==> config.mk <==
export PLATFORM = sky130hd
export DESIGN_NAME = core_top
export DESIGN_NICKNAME = d
export VERILOG_FILES = /design/src/hw/core_pkg.sv /design/src/hw/decoded_if.sv /design/src/hw/core_fetch.sv /design/src/hw/core_decode.sv /design/src/hw/core_regfile.sv /design/src/hw/core_execute.sv /design/src/hw/core_writeback.sv /design/src/hw/core_top.sv
export SDC_FILE = /design/constraint.sdc
export NUM_CORES = 2
export LEC_CHECK = 0
export CORE_MARGIN = 2
export CORE_UTILIZATION = 60
export DETAILED_ROUTE_END_ITERATION = 12
export DONT_BUFFER_PORTS = 1
export PLACE_DENSITY = 0.76
export REMOVE_ABC_BUFFERS = 1
export SYNTH_ARGS = -nofsm -noshare
export SYNTH_HDL_FRONTEND = slang
export SYNTH_SLANG_ARGS = --single-unit
==> constraint.sdc <==
create_clock -name CLK -period 7.81 [get_ports CLK]
set_input_delay 0.781 -clock CLK [delete_from_list [all_inputs] [get_ports CLK]]
set_output_delay 0.781 -clock CLK [all_outputs]
set_load 0.02 [all_outputs]
==> src/hw/core_pkg.sv <==
package core_pkg;

  typedef logic [31:0] word_t;
  typedef logic [4:0]  reg_idx_t;

  // one value per supported instruction
  typedef enum logic [4:0] {
    OP_ADD, OP_SUB, OP_SLL, OP_SLT, OP_SLTU, OP_XOR, OP_SRL, OP_SRA, OP_OR, OP_AND,
    OP_ADDI, OP_SLTI, OP_SLTIU, OP_XORI, OP_ORI, OP_ANDI, OP_SLLI, OP_SRLI, OP_SRAI,
    OP_LUI, OP_AUIPC,
    OP_BEQ, OP_BNE, OP_BLT, OP_BGE, OP_BLTU, OP_BGEU,
    OP_JAL, OP_JALR,
    OP_LW, OP_SW
  } op_e;

  typedef enum logic [2:0] {
    ST_IDLE, ST_FETCH, ST_DECODE, ST_EXECUTE, ST_MEMORY, ST_WRITEBACK
  } stage_e;

  typedef struct packed {
    word_t result;
    word_t store_data;
    word_t next_pc;
    logic  write_rd;
  } exec_res_t;

  // major opcodes
  localparam logic [6:0] OPC_LUI    = 7'b0110111;
  localparam logic [6:0] OPC_AUIPC  = 7'b0010111;
  localparam logic [6:0] OPC_JAL    = 7'b1101111;
  localparam logic [6:0] OPC_JALR   = 7'b1100111;
  localparam logic [6:0] OPC_BRANCH = 7'b1100011;
  localparam logic [6:0] OPC_LOAD   = 7'b0000011;
  localparam logic [6:0] OPC_STORE  = 7'b0100011;
  localparam logic [6:0] OPC_OP_IMM = 7'b0010011;
  localparam logic [6:0] OPC_OP     = 7'b0110011;

  // funct3, alu group
  localparam logic [2:0] F3_ADD_SUB = 3'b000;
  localparam logic [2:0] F3_SLL     = 3'b001;
  localparam logic [2:0] F3_SLT     = 3'b010;
  localparam logic [2:0] F3_SLTU    = 3'b011;
  localparam logic [2:0] F3_XOR     = 3'b100;
  localparam logic [2:0] F3_SR      = 3'b101;
  localparam logic [2:0] F3_OR      = 3'b110;
  localparam logic [2:0] F3_AND     = 3'b111;

  // funct3, branches and word access
  localparam logic [2:0] F3_BEQ  = 3'b000;
  localparam logic [2:0] F3_BNE  = 3'b001;
  localparam logic [2:0] F3_BLT  = 3'b100;
  localparam logic [2:0] F3_BGE  = 3'b101;
  localparam logic [2:0] F3_BLTU = 3'b110;
  localparam logic [2:0] F3_BGEU = 3'b111;
  localparam logic [2:0] F3_W    = 3'b010;

  localparam logic [6:0] F7_BASE = 7'b0000000;
  localparam logic [6:0] F7_ALT  = 7'b0100000;

endpackage

==> src/hw/decoded_if.sv <==
`timescale 1ns/1ns

// one decoded instruction, held from decode until the next decode
interface decoded_if import core_pkg::*; ();

  op_e      op;
  reg_idx_t rd;
  word_t    rs1_val;
  word_t    rs2_val;
  word_t    imm;
  word_t    pc;

  modport producer (
    output op,
    output rd,
    output rs1_val,
    output rs2_val,
    output imm,
    output pc
  );

  modport consumer (
    input op,
    input rd,
    input rs1_val,
    input rs2_val,
    input imm,
    input pc
  );

endinterface

==> src/hw/core_fetch.sv <==
`timescale 1ns/1ns

module core_fetch import core_pkg::*; #(
  parameter word_t RESET_PC = '0
) (
  input  logic      CLK,
  input  logic      RST_N,
  input  word_t     i_imem_data,
  input  exec_res_t i_res,
  output word_t     o_imem_addr,
  output word_t     o_pc,
  output word_t     o_instr,
  output stage_e    o_stage
);

  word_t  pc_q;
  word_t  instr_q;
  stage_e stage_q;

  // one cycle per stage, no stalls
  always_ff @(posedge CLK) begin
    if (!RST_N) begin
      stage_q <= ST_IDLE;
    end else begin
      case (stage_q)
        ST_IDLE:      stage_q <= ST_FETCH;
        ST_FETCH:     stage_q <= ST_DECODE;
        ST_DECODE:    stage_q <= ST_EXECUTE;
        ST_EXECUTE:   stage_q <= ST_MEMORY;
        ST_MEMORY:    stage_q <= ST_WRITEBACK;
        default:      stage_q <= ST_FETCH;
      endcase
    end
  end

  always_ff @(posedge CLK) begin
    if (!RST_N) begin
      pc_q <= RESET_PC;
    end else if (stage_q == ST_WRITEBACK) begin
      pc_q <= i_res.next_pc;
    end
  end

  always_ff @(posedge CLK) begin
    if (stage_q == ST_FETCH) begin
      instr_q <= i_imem_data;
    end
  end

  // instruction memory is word addressed
  assign o_imem_addr = {2'b00, pc_q[31:2]};
  assign o_pc        = pc_q;
  assign o_instr     = instr_q;
  assign o_stage     = stage_q;

endmodule

==> src/hw/core_decode.sv <==
`timescale 1ns/1ns

module core_decode import core_pkg::*; (
  input  logic     CLK,
  input  logic     RST_N,
  input  stage_e   i_stage,
  input  word_t    i_instr,
  input  word_t    i_pc,
  output reg_idx_t o_rs1_idx,
  output reg_idx_t o_rs2_idx,
  input  word_t    i_rs1_val,
  input  word_t    i_rs2_val,
  decoded_if.producer dec
);

  logic [6:0] opcode;
  logic [2:0] funct3;
  logic [6:0] funct7;
  reg_idx_t   rd_f;
  word_t      imm_i, imm_s, imm_b, imm_u, imm_j;
  op_e        op_next;
  reg_idx_t   rd_next;
  word_t      imm_next;

  assign opcode = i_instr[6:0];
  assign funct3 = i_instr[14:12];
  assign funct7 = i_instr[31:25];
  assign rd_f   = i_instr[11:7];

  assign imm_i = {{20{i_instr[31]}}, i_instr[31:20]};
  assign imm_s = {{20{i_instr[31]}}, i_instr[31:25], i_instr[11:7]};
  assign imm_b = {{19{i_instr[31]}}, i_instr[31], i_instr[7], i_instr[30:25],
                  i_instr[11:8], 1'b0};
  assign imm_u = {i_instr[31:12], 12'b0};
  assign imm_j = {{11{i_instr[31]}}, i_instr[31], i_instr[19:12], i_instr[20],
                  i_instr[30:21], 1'b0};

  assign o_rs1_idx = i_instr[19:15];
  assign o_rs2_idx = i_instr[24:20];

  // anything unrecognised stays addi x0, a no-op
  always_comb begin
    op_next  = OP_ADDI;
    rd_next  = '0;
    imm_next = imm_i;
    case (opcode)
      OPC_LUI: begin
        op_next  = OP_LUI;
        rd_next  = rd_f;
        imm_next = imm_u;
      end
      OPC_AUIPC: begin
        op_next  = OP_AUIPC;
        rd_next  = rd_f;
        imm_next = imm_u;
      end
      OPC_JAL: begin
        op_next  = OP_JAL;
        rd_next  = rd_f;
        imm_next = imm_j;
      end
      OPC_JALR: begin
        op_next = OP_JALR;
        rd_next = rd_f;
      end
      OPC_BRANCH: begin
        imm_next = imm_b;
        case (funct3)
          F3_BEQ:  op_next = OP_BEQ;
          F3_BNE:  op_next = OP_BNE;
          F3_BLT:  op_next = OP_BLT;
          F3_BGE:  op_next = OP_BGE;
          F3_BLTU: op_next = OP_BLTU;
          F3_BGEU: op_next = OP_BGEU;
          default: op_next = OP_ADDI;
        endcase
      end
      OPC_LOAD: begin
        if (funct3 == F3_W) begin
          op_next = OP_LW;
          rd_next = rd_f;
        end
      end
      OPC_STORE: begin
        if (funct3 == F3_W) begin
          op_next  = OP_SW;
          imm_next = imm_s;
        end
      end
      OPC_OP_IMM: begin
        rd_next = rd_f;
        case (funct3)
          F3_ADD_SUB: op_next = OP_ADDI;
          F3_SLL:     op_next = OP_SLLI;
          F3_SLT:     op_next = OP_SLTI;
          F3_SLTU:    op_next = OP_SLTIU;
          F3_XOR:     op_next = OP_XORI;
          F3_SR:      op_next = (funct7 == F7_ALT) ? OP_SRAI : OP_SRLI;
          F3_OR:      op_next = OP_ORI;
          default:    op_next = OP_ANDI;
        endcase
      end
      OPC_OP: begin
        // other funct7 values belong to extensions we lack
        if (funct7 == F7_BASE || funct7 == F7_ALT) begin
          rd_next = rd_f;
          case (funct3)
            F3_ADD_SUB: op_next = (funct7 == F7_ALT) ? OP_SUB : OP_ADD;
            F3_SLL:     op_next = OP_SLL;
            F3_SLT:     op_next = OP_SLT;
            F3_SLTU:    op_next = OP_SLTU;
            F3_XOR:     op_next = OP_XOR;
            F3_SR:      op_next = (funct7 == F7_ALT) ? OP_SRA : OP_SRL;
            F3_OR:      op_next = OP_OR;
            default:    op_next = OP_AND;
          endcase
        end
      end
      default: begin
        op_next = OP_ADDI;
      end
    endcase
  end

  always_ff @(posedge CLK) begin
    if (!RST_N) begin
      dec.op <= OP_ADDI;
      dec.rd <= '0;
    end else if (i_stage == ST_DECODE) begin
      dec.op <= op_next;
      dec.rd <= rd_next;
    end
  end

  always_ff @(posedge CLK) begin
    if (i_stage == ST_DECODE) begin
      dec.rs1_val <= i_rs1_val;
      dec.rs2_val <= i_rs2_val;
      dec.imm     <= imm_next;
      dec.pc      <= i_pc;
    end
  end

endmodule

==> src/hw/core_regfile.sv <==
`timescale 1ns/1ns

module core_regfile import core_pkg::*; (
  input  logic     CLK,
  input  logic     RST_N,
  input  reg_idx_t i_rs1_idx,
  input  reg_idx_t i_rs2_idx,
  output word_t    o_rs1_val,
  output word_t    o_rs2_val,
  input  reg_idx_t i_rd_idx,
  input  word_t    i_rd_val,
  input  logic     i_we
);

  word_t regs [32];

  always_ff @(posedge CLK) begin
    if (!RST_N) begin
      for (int i = 0; i < 32; i++) begin
        regs[i] <= '0;
      end
    end else if (i_we && i_rd_idx != '0) begin
      regs[i_rd_idx] <= i_rd_val;
    end
  end

  // x0 is hardwired
  assign o_rs1_val = (i_rs1_idx == '0) ? '0 : regs[i_rs1_idx];
  assign o_rs2_val = (i_rs2_idx == '0) ? '0 : regs[i_rs2_idx];

endmodule

==> src/hw/core_execute.sv <==
`timescale 1ns/1ns

module core_execute import core_pkg::*; (
  input  logic      CLK,
  input  logic      RST_N,
  input  stage_e    i_stage,
  decoded_if.consumer dec,
  output exec_res_t o_res
);

  word_t     op_b;
  word_t     alu;
  word_t     pc_plus4;
  word_t     jalr_target;
  logic      lt_s;
  logic      lt_u;
  logic      taken;
  exec_res_t res_next;

  // register-register ops use rs2, everything else the immediate
  always_comb begin
    case (dec.op)
      OP_ADD, OP_SUB, OP_SLL, OP_SLT, OP_SLTU,
      OP_XOR, OP_SRL, OP_SRA, OP_OR, OP_AND: op_b = dec.rs2_val;
      default:                               op_b = dec.imm;
    endcase
  end

  assign pc_plus4    = dec.pc + 32'd4;
  assign jalr_target = (dec.rs1_val + dec.imm) & ~32'd1;
  assign lt_s        = $signed(dec.rs1_val) < $signed(op_b);
  assign lt_u        = dec.rs1_val < op_b;

  always_comb begin
    case (dec.op)
      OP_ADD, OP_ADDI, OP_LW, OP_SW: alu = dec.rs1_val + op_b;
      OP_SUB:                        alu = dec.rs1_val - op_b;
      OP_SLL, OP_SLLI:               alu = dec.rs1_val << op_b[4:0];
      OP_SRL, OP_SRLI:               alu = dec.rs1_val >> op_b[4:0];
      OP_SRA, OP_SRAI:               alu = $signed(dec.rs1_val) >>> op_b[4:0];
      OP_SLT, OP_SLTI:               alu = {31'b0, lt_s};
      OP_SLTU, OP_SLTIU:             alu = {31'b0, lt_u};
      OP_XOR, OP_XORI:               alu = dec.rs1_val ^ op_b;
      OP_OR, OP_ORI:                 alu = dec.rs1_val | op_b;
      OP_AND, OP_ANDI:               alu = dec.rs1_val & op_b;
      OP_LUI:                        alu = dec.imm;
      OP_AUIPC:                      alu = dec.pc + dec.imm;
      OP_JAL, OP_JALR:               alu = pc_plus4;
      default:                       alu = '0;
    endcase
  end

  // branches compare against rs2, so op_b is not used here
  always_comb begin
    case (dec.op)
      OP_BEQ:  taken = dec.rs1_val == dec.rs2_val;
      OP_BNE:  taken = dec.rs1_val != dec.rs2_val;
      OP_BLT:  taken = $signed(dec.rs1_val) < $signed(dec.rs2_val);
      OP_BGE:  taken = $signed(dec.rs1_val) >= $signed(dec.rs2_val);
      OP_BLTU: taken = dec.rs1_val < dec.rs2_val;
      OP_BGEU: taken = dec.rs1_val >= dec.rs2_val;
      OP_JAL:  taken = 1'b1;
      default: taken = 1'b0;
    endcase
  end

  always_comb begin
    res_next.result     = alu;
    res_next.store_data = dec.rs2_val;
    if (dec.op == OP_JALR) begin
      res_next.next_pc = jalr_target;
    end else if (taken) begin
      res_next.next_pc = dec.pc + dec.imm;
    end else begin
      res_next.next_pc = pc_plus4;
    end
    case (dec.op)
      OP_BEQ, OP_BNE, OP_BLT, OP_BGE, OP_BLTU, OP_BGEU, OP_SW: res_next.write_rd = 1'b0;
      default:                                                  res_next.write_rd = 1'b1;
    endcase
  end

  always_ff @(posedge CLK) begin
    if (!RST_N) begin
      o_res.write_rd <= 1'b0;
    end else if (i_stage == ST_EXECUTE) begin
      o_res <= res_next;
    end
  end

endmodule

==> src/hw/core_writeback.sv <==
`timescale 1ns/1ns

module core_writeback import core_pkg::*; (
  input  logic      CLK,
  input  logic      RST_N,
  input  stage_e    i_stage,
  input  op_e       i_op,
  input  reg_idx_t  i_rd,
  input  exec_res_t i_res,
  input  word_t     i_dmem_rdata,
  output word_t     o_dmem_addr,
  output word_t     o_dmem_wdata,
  output logic      o_dmem_we,
  output reg_idx_t  o_rd_idx,
  output word_t     o_rd_val,
  output logic      o_rd_we
);

  word_t load_q;

  // data memory answers in the same cycle
  assign o_dmem_addr  = i_res.result;
  assign o_dmem_wdata = i_res.store_data;
  assign o_dmem_we    = (i_stage == ST_MEMORY) && (i_op == OP_SW);

  // load word sampled at the end of memory
  always_ff @(posedge CLK) begin
    if (!RST_N) begin
      load_q <= '0;
    end else if (i_stage == ST_MEMORY) begin
      load_q <= i_dmem_rdata;
    end
  end

  assign o_rd_idx = i_rd;
  assign o_rd_val = (i_op == OP_LW) ? load_q : i_res.result;
  assign o_rd_we  = (i_stage == ST_WRITEBACK) && i_res.write_rd;

endmodule

==> src/hw/core_top.sv <==
`timescale 1ns/1ns

module core_top import core_pkg::*; #(
  parameter word_t RESET_PC = '0
) (
  input  logic  CLK,
  input  logic  RST_N,
  input  word_t i_imem_data,
  output word_t o_imem_addr,
  input  word_t i_dmem_rdata,
  output word_t o_dmem_addr,
  output word_t o_dmem_wdata,
  output logic  o_dmem_we
);

  stage_e    stage;
  word_t     pc;
  word_t     instr;
  exec_res_t res;
  reg_idx_t  rs1_idx;
  reg_idx_t  rs2_idx;
  word_t     rs1_val;
  word_t     rs2_val;
  reg_idx_t  rd_idx;
  word_t     rd_val;
  logic      rd_we;

  decoded_if dec_bus ();

  core_fetch #(
    .RESET_PC (RESET_PC)
  ) u_fetch (
    .CLK         (CLK),
    .RST_N       (RST_N),
    .i_imem_data (i_imem_data),
    .i_res       (res),
    .o_imem_addr (o_imem_addr),
    .o_pc        (pc),
    .o_instr     (instr),
    .o_stage     (stage)
  );

  core_decode u_decode (
    .CLK       (CLK),
    .RST_N     (RST_N),
    .i_stage   (stage),
    .i_instr   (instr),
    .i_pc      (pc),
    .o_rs1_idx (rs1_idx),
    .o_rs2_idx (rs2_idx),
    .i_rs1_val (rs1_val),
    .i_rs2_val (rs2_val),
    .dec       (dec_bus.producer)
  );

  core_regfile u_regfile (
    .CLK       (CLK),
    .RST_N     (RST_N),
    .i_rs1_idx (rs1_idx),
    .i_rs2_idx (rs2_idx),
    .o_rs1_val (rs1_val),
    .o_rs2_val (rs2_val),
    .i_rd_idx  (rd_idx),
    .i_rd_val  (rd_val),
    .i_we      (rd_we)
  );

  core_execute u_execute (
    .CLK     (CLK),
    .RST_N   (RST_N),
    .i_stage (stage),
    .dec     (dec_bus.consumer),
    .o_res   (res)
  );

  core_writeback u_writeback (
    .CLK          (CLK),
    .RST_N        (RST_N),
    .i_stage      (stage),
    .i_op         (dec_bus.op),
    .i_rd         (dec_bus.rd),
    .i_res        (res),
    .i_dmem_rdata (i_dmem_rdata),
    .o_dmem_addr  (o_dmem_addr),
    .o_dmem_wdata (o_dmem_wdata),
    .o_dmem_we    (o_dmem_we),
    .o_rd_idx     (rd_idx),
    .o_rd_val     (rd_val),
    .o_rd_we      (rd_we)
  );

endmodule

# [Yosys cells after proc, flatten, opt, wreduce, memory -nomap -nowiden]
# Memories as Yosys holds them, arrays and structs flattened. A register that Yosys moved wholly into a read port is not among the register bits.
# Cells that the tools add are included.
[totals] ramBits=1024 wordCells=141 input_bits=66 ff_bits=270 n_memories=1 output_inout_bits=97
[memory_table] name="u_regfile.regs" words=32 width=32 rd=2 rd_clocked_by_memory_dff=2 wr=32 line="core_regfile.sv:15" text="word_t regs [32];"
[classes] n_reduce_logical=26 n_mux=30 eq_ne=54 shift=3 add_sub_neg=5 order_cmp=6 bitwise_logic=3
[ops] operator="32-bit one-hot mux with 13 select lines" count=1
[ops] operator="32-bit 2-to-1 mux" count=5
[ops] operator="32-bit less-than comparator" count=4
[ops] operator="31-bit one-hot mux with 4 select lines" count=1
[ops] operator="32-bit adder" count=3
[ops] operator="5-bit == test (second input constant)" count=15
[ops] operator="5-bit one-hot mux with 7 select lines" count=2
[ops] operator="32-bit >= comparator" count=2
[ops] operator="5-bit one-hot mux with 9 select lines" count=1
[ops] operator="5-bit by 4-bit == test with 1-bit output (second input constant)" count=8
[ops] operator="5-bit 2-to-1 mux" count=7
[ops] operator="32-bit by 3-bit adder with 32-bit output (second input constant)" count=1
[ops] operator="32-bit bitwise AND" count=1
[ops] operator="32-bit == test" count=1
[ops] operator="32-bit inequality test" count=1
[ops] operator="32-bit OR" count=1
[ops] operator="32-bit OR reduction" count=1
[ops] operator="32-bit by 5-bit left shift with 32-bit output" count=1
[ops] operator="32-bit by 5-bit >> shifter with 32-bit output" count=1
[ops] operator="32-bit by 5-bit >>> shifter with 32-bit output" count=1
[ops] operator="32-bit subtractor" count=1
[ops] operator="32-bit XOR" count=1
[ops] operator="5-bit one-hot mux with 6 select lines" count=1
[ops] operator="7-bit by 6-bit == test with 1-bit output (second input constant)" count=4
[ops] operator="26 further kinds" count=62

# [Depth between registers and ports, before layout]
[logic_depth] word_depth=8 mapped_depth=21

# [Hierarchy]
# A second synthesis with hierarchy kept.
[unflattened] hier_cells=6667 area_unflattened_um2=82308.9
[modules_own_cells] mod="core_regfile" area_each_um2=54204.5 n_inst=1 cells_per_inst=3509
[modules_own_cells] mod="core_execute" area_each_um2=18054.8 n_inst=1 cells_per_inst=2384
[modules_own_cells] mod="core_decode" area_each_um2=5207.5 n_inst=1 cells_per_inst=310
[modules_own_cells] mod="core_fetch" area_each_um2=2681.3 n_inst=1 cells_per_inst=216
[modules_own_cells] mod="core_writeback" area_each_um2=2160.8 n_inst=1 cells_per_inst=248

# [Worst setup path after synthesis]
# No wires, ideal clock.
[synth_path] kind="input port to flip-flop" from="in RST_N" to="reg u_execute.o_res[10] (netlist name), enable pin" arrival_time_ns=5.985 setup_slack_ns=1.273 required_ns=7.258 setup_time_ns=0.552 cell_stages=4 path_buffers=2 cell_sequence="clkbuf_1 > inv_1 > clkbuf_1 > nor2_1"
[synth_between] elab_chain_len=1
[synth_rtl] element="start: declaration" line="core_top.sv:7" text="input logic RST_N,"
[synth_rtl] element="2-bit AND reduction (no line)"
[synth_rtl] element="end signal: assignment" line="core_execute.sv:87" text="o_res <= res_next;"
[synth_rtl] element="end: declaration" line="core_execute.sv:8" text="output exec_res_t o_res"
# No other way between the ends.
# A chain may end at the register's enable or synchronous reset.

# [Worst setup path after layout]
[layout_path] from="reg u_decode.dec.op[1]" to="reg u_execute.o_res[94] (netlist name), data pin"
[layout_between] elab_chain_len=5 word_cells_on_any_way=46 cone_classes="2 x add/sub; 24 x eq/ne; 3 x shift; 2 x mux; 3 x bitwise; 12 x reduce/logical"
[layout_rtl] element="start: declaration" line="decoded_if.sv:14" text="output op,"
[layout_rtl] element="start signal: assignment" line="core_decode.sv:130" text="dec.op <= op_next;"
[layout_rtl] element="5-bit by 1-bit == test with 1-bit output, or another cell as far along" line="core_execute.sv:22, core_execute.sv:35"
[layout_rtl] element="10-bit OR reduction" line="core_execute.sv:22" text="case (dec.op)"
[layout_rtl] element="32-bit 2-to-1 mux" line="core_execute.sv:22"
[layout_rtl] element="32-bit subtractor, or another cell as far along" line="core_execute.sv:37" text="OP_SUB: alu = dec.rs1_val - op_b;"
[layout_rtl] element="32-bit one-hot mux with 13 select lines *" line="core_execute.sv:35" text="case (dec.op)"
[layout_rtl] element="named net u_execute.alu[29]" line="core_execute.sv:12" text="word_t alu;"
# Mark *: on every way through the listed nets, which the timed path passes. The rest lies on a longest branch.

==> metrics <==
Distinct cells, synth=92; Net count, final=6356; R2R Path End=u_execute.o_res[94]; RR Startpoint=u_decode.dec.op[1]; CP endpoint kind=register; max_cap viols=0; HPWL Detailed=a little under 200000 um; Synth area leaders=edfxtp_1 49%, mux4_2 18%, nor2_1 6.0%; largest fanout on the critical path=27; slowest cell on the critical path=o41ai_1; Non-Filler Instances=7956; clk sinks=1358; minimum clock period after layout=6.025 ns; period utilization=between 70 and 80%; CP Launch Type=register; sequential element share of the synthesized area=50.80%; combinational share of power=around 16%; fin util=65.47%; largest net degree at the start of global routing=117; Worst Reg2Reg Path Length in Cells=15; Post-Place Setup Slack=1.848 ns; Hold Path Stages=0; standby leakage power=30.21 nW; total wire length=between 300000 and 400000 um; crit path from=u_decode.dec.op[1]; DR WL/cell=38.84 um; arrival time of the worst setup path=between 6 and 7 ns; RSZ-0062 raised after global routing=no; global route total overflow=0; Port Buf Inserts=0; Peak VDD IR=247.5 uV; clock share of power=38.3%; peak per-stage delay on the critical path=~0.96 ns; die height=366.2 um; min-delay worst type=input port to register; sw frac=between 20% and 30%; Worst slew margin=a little over 10%; CTS resizes=0; die area=134100 um2; Synth warnings=0; R2R setup slack=around 1.8 ns; postcts setup bufs=0; required time of the worst setup path=8.33 ns; core area=129800 um2; clk slew on worst S/H paths=0.07 ns; most common flop cell mapped by yosys=edfxtp_1; number of synthesized flops with an enable pin=1280; average size of a mapped cell=12.33 um2; internal power=13.32 mW; post-synthesis cell area=78730 um2; CTS H-tree depth=4; die width=366.2 um; fin worst setup slack=1.785 ns; total CTS buffers=approximately 150; Hold Crit Start=i_imem_data[5]; final-report hold violation count=0; layout cells sized above 1=19.29%; Layout Area Growth over Synthesis=7.949%; initial antenna violation count=12; NetSw=5.188 mW; WS Path Type=register to register; clock buffer depth=3; Worst Hold End=u_fetch.o_instr[5]; Max Slew Vio Count=0; Iter 0 DRT Violations=9814; Routed Antenna Nets=0; Least-Margin Pin Slew=1.345 ns; first drt pass iteration count=7; GP Congestion=1.034; Skew-Pair Late Insertion Delay=0.81 ns; Clock Tree Root=clkbuf_16; # fillers=9274; crit-path leading delay family=compound AO/OA/AOI/OAI gates; Post-Syn Instances=6384; Yosys top cell area share=48.82%; Reg power frac=46.1%; IO Pins=163; Initial Util=60.65%; crit path cell chain=o21a_1 -> nor2_2 -> buf_4 -> mux2_2 -> inv_1 -> ha_1 -> inv_1 -> o31ai_1 -> o41ai_1 -> o32ai_1 -> o41ai_1 -> o311ai_0 -> xnor2_1 -> a22oi_1 -> o211ai_1; residual DRC count=0; row count=about 130; global-route wire length before repair=430700 um; Overall Global Routing Usage=a little under half; Crit path buffers/inverters=3; Pwr Density=around 220 nW/um2; Cells after DPL=roughly 7700; Pwr Total=18.50 mW; via count=59940; CTS tree=yes; outcome=finished, final reports clean; Clock Skew=0.05403 ns; Post-CTS Hold Buffers=0; fraction of registers with async set/reset=0%; Yosys reg bits=1358; vias in the first global route=just under 60000; Fmax=roughly 0.17 GHz; leading area contributor after synthesis=edfxtp_1; # setup viols final=0; Vias/cell=around 7.5
-- power by group through the flow --
stage,sequential [mW],clock (mW),combinational (mW)
final,8.54,7.09,2.88
after global routing,8.54,7.31,2.98
after CTS,8.52,7.05,2.79
after detailed placement,8.66,0,2.77
after global placement,8.63,0,2.75
after floorplan,8.69,0,1.92
-- how the worst max path moves through the flow --
| stage | slack (ns) | endpoint | depth (start not counted) |
|---|---|---|---|
| finish | 1.79 | u_execute.o_res[94] | 15 |
| global route | 1.50 | u_execute.o_res[83] | 16 |
| CTS | 1.86 | u_execute.o_res[94] | 15 |
| detailed placement | 1.85 | u_execute.o_res[94] | 15 |
| global placement | 1.96 | u_execute.o_res[94] | 15 |
| floorplan | -3.71 | u_decode.dec.rs2_val[0] | 4 |
-- worst reg2reg max path, stage by stage (launching register included) --
cell,delay [ns]
dfxtp_1,0.87
o21a_1,0.55
nor2_2,0.05
buf_4,0.30
mux2_2,0.36
inv_1,0.06
ha_1,0.43
inv_1,0.25
o31ai_1,0.16
o41ai_1,0.60
o32ai_1,0.31
o41ai_1,0.96
o311ai_0,0.33
xnor2_1,0.19
a22oi_1,0.20
o211ai_1,0.12
-- flip-flops by register name, summed over array words and instances, names as in the netlist --
register / cells
u_regfile.regs: 1024
u_execute.o_res: 97
u_decode.dec.imm: 32
u_decode.dec.pc: 32
u_decode.dec.rs1_val: 32
u_decode.dec.rs2_val: 32
u_fetch.o_instr: 32
u_fetch.o_pc: 32
u_writeback.load_q: 32
u_decode.dec.op: 5
u_decode.dec.rd: 5
u_fetch.o_stage: 3
-- synth_stat cells (45+ instances only) --
| cell type | number |
|---|---|
| edfxtp_1 | 1280 |
| nor2_1 | 1265 |
| mux4_2 | 641 |
| clkbuf_1 | 437 |
| nand2_1 | 430 |
| a21oi_1 | 287 |
| o21ai_0 | 197 |
| ha_1 | 195 |
| mux2i_1 | 188 |
| inv_1 | 150 |
| buf_4 | 96 |
| dfxtp_1 | 78 |
| nor3_1 | 78 |
| buf_1 | 76 |
| nand3_1 | 73 |
| xnor2_1 | 73 |
| a211oi_1 | 57 |
| a21o_1 | 57 |
| o211ai_1 | 45 |
-- per-stage QoR --
step	hold slack, ns	cell area, um2	TNS, ns
after CTS	0.03751	84980	0
after global placement	0.4115	80180	0
after floorplan	0.4081	76080	-246.09
after global routing	0.05680	84980	0
after detailed placement	0.4194	80180	0
final	0.07620	84990	0
-- logic make-up after synthesis --
group	count (synthesis)	share of synthesized area, %
AO/OA/AOI/OAI	1003	8.378
multiplexers	872	21.34
other	1	0.004763
flip-flops	1358	50.80
XOR/XNOR	110	1.224
adder cells (fa/ha/maj)	198	3.175
AND/OR/NAND/NOR	2055	10.81
buffers and inverters	787	4.262
-- routing by layer --
layer  global-route usage (%)  vias up  wire length, um
li1                         -    23530                -
met1                    54.23    29370            96570
met2                    69.65     5515           139000
met3                    14.51     1501            43680
met4                    34.52       22            29620
met5                        0        -              149
-- area by class of cell --
type	count	area, um2	share of cell area (%)
repair buffers	160	1364	1.605
clock inverters	79	974.7	1.147
diodes	4	10.01	0.01178
multi-input cells	4272	36050	42.42
clock buffers	186	3822	4.498
well taps	1742	2180	2.565
inverters	155	591.8	0.6963
flip-flops and latches	1358	40000	47.06
-- cells in the final DEF (no fill, tap or decap), types with 34 or more instances in the layout --
cell type  instances
edfxtp_1        1280
nor2_1          1258
mux4_2           641
nand2_1          366
a21oi_1          287
o21ai_0          197
ha_1             195
mux2i_1          156
inv_1            149
buf_4            147
clkbuf_16        145
dfxtp_1           78
nand3_1           73
nor3_1            73
xnor2_1           73
a21o_1            57
a211oi_1          57
nand2_2           55
o211ai_1          45
mux2_2            43
xor2_1            37
clkbuf_1          37
nand2b_1          34
conb_1            34
Note: power is estimated with default switching activity, not from simulation.
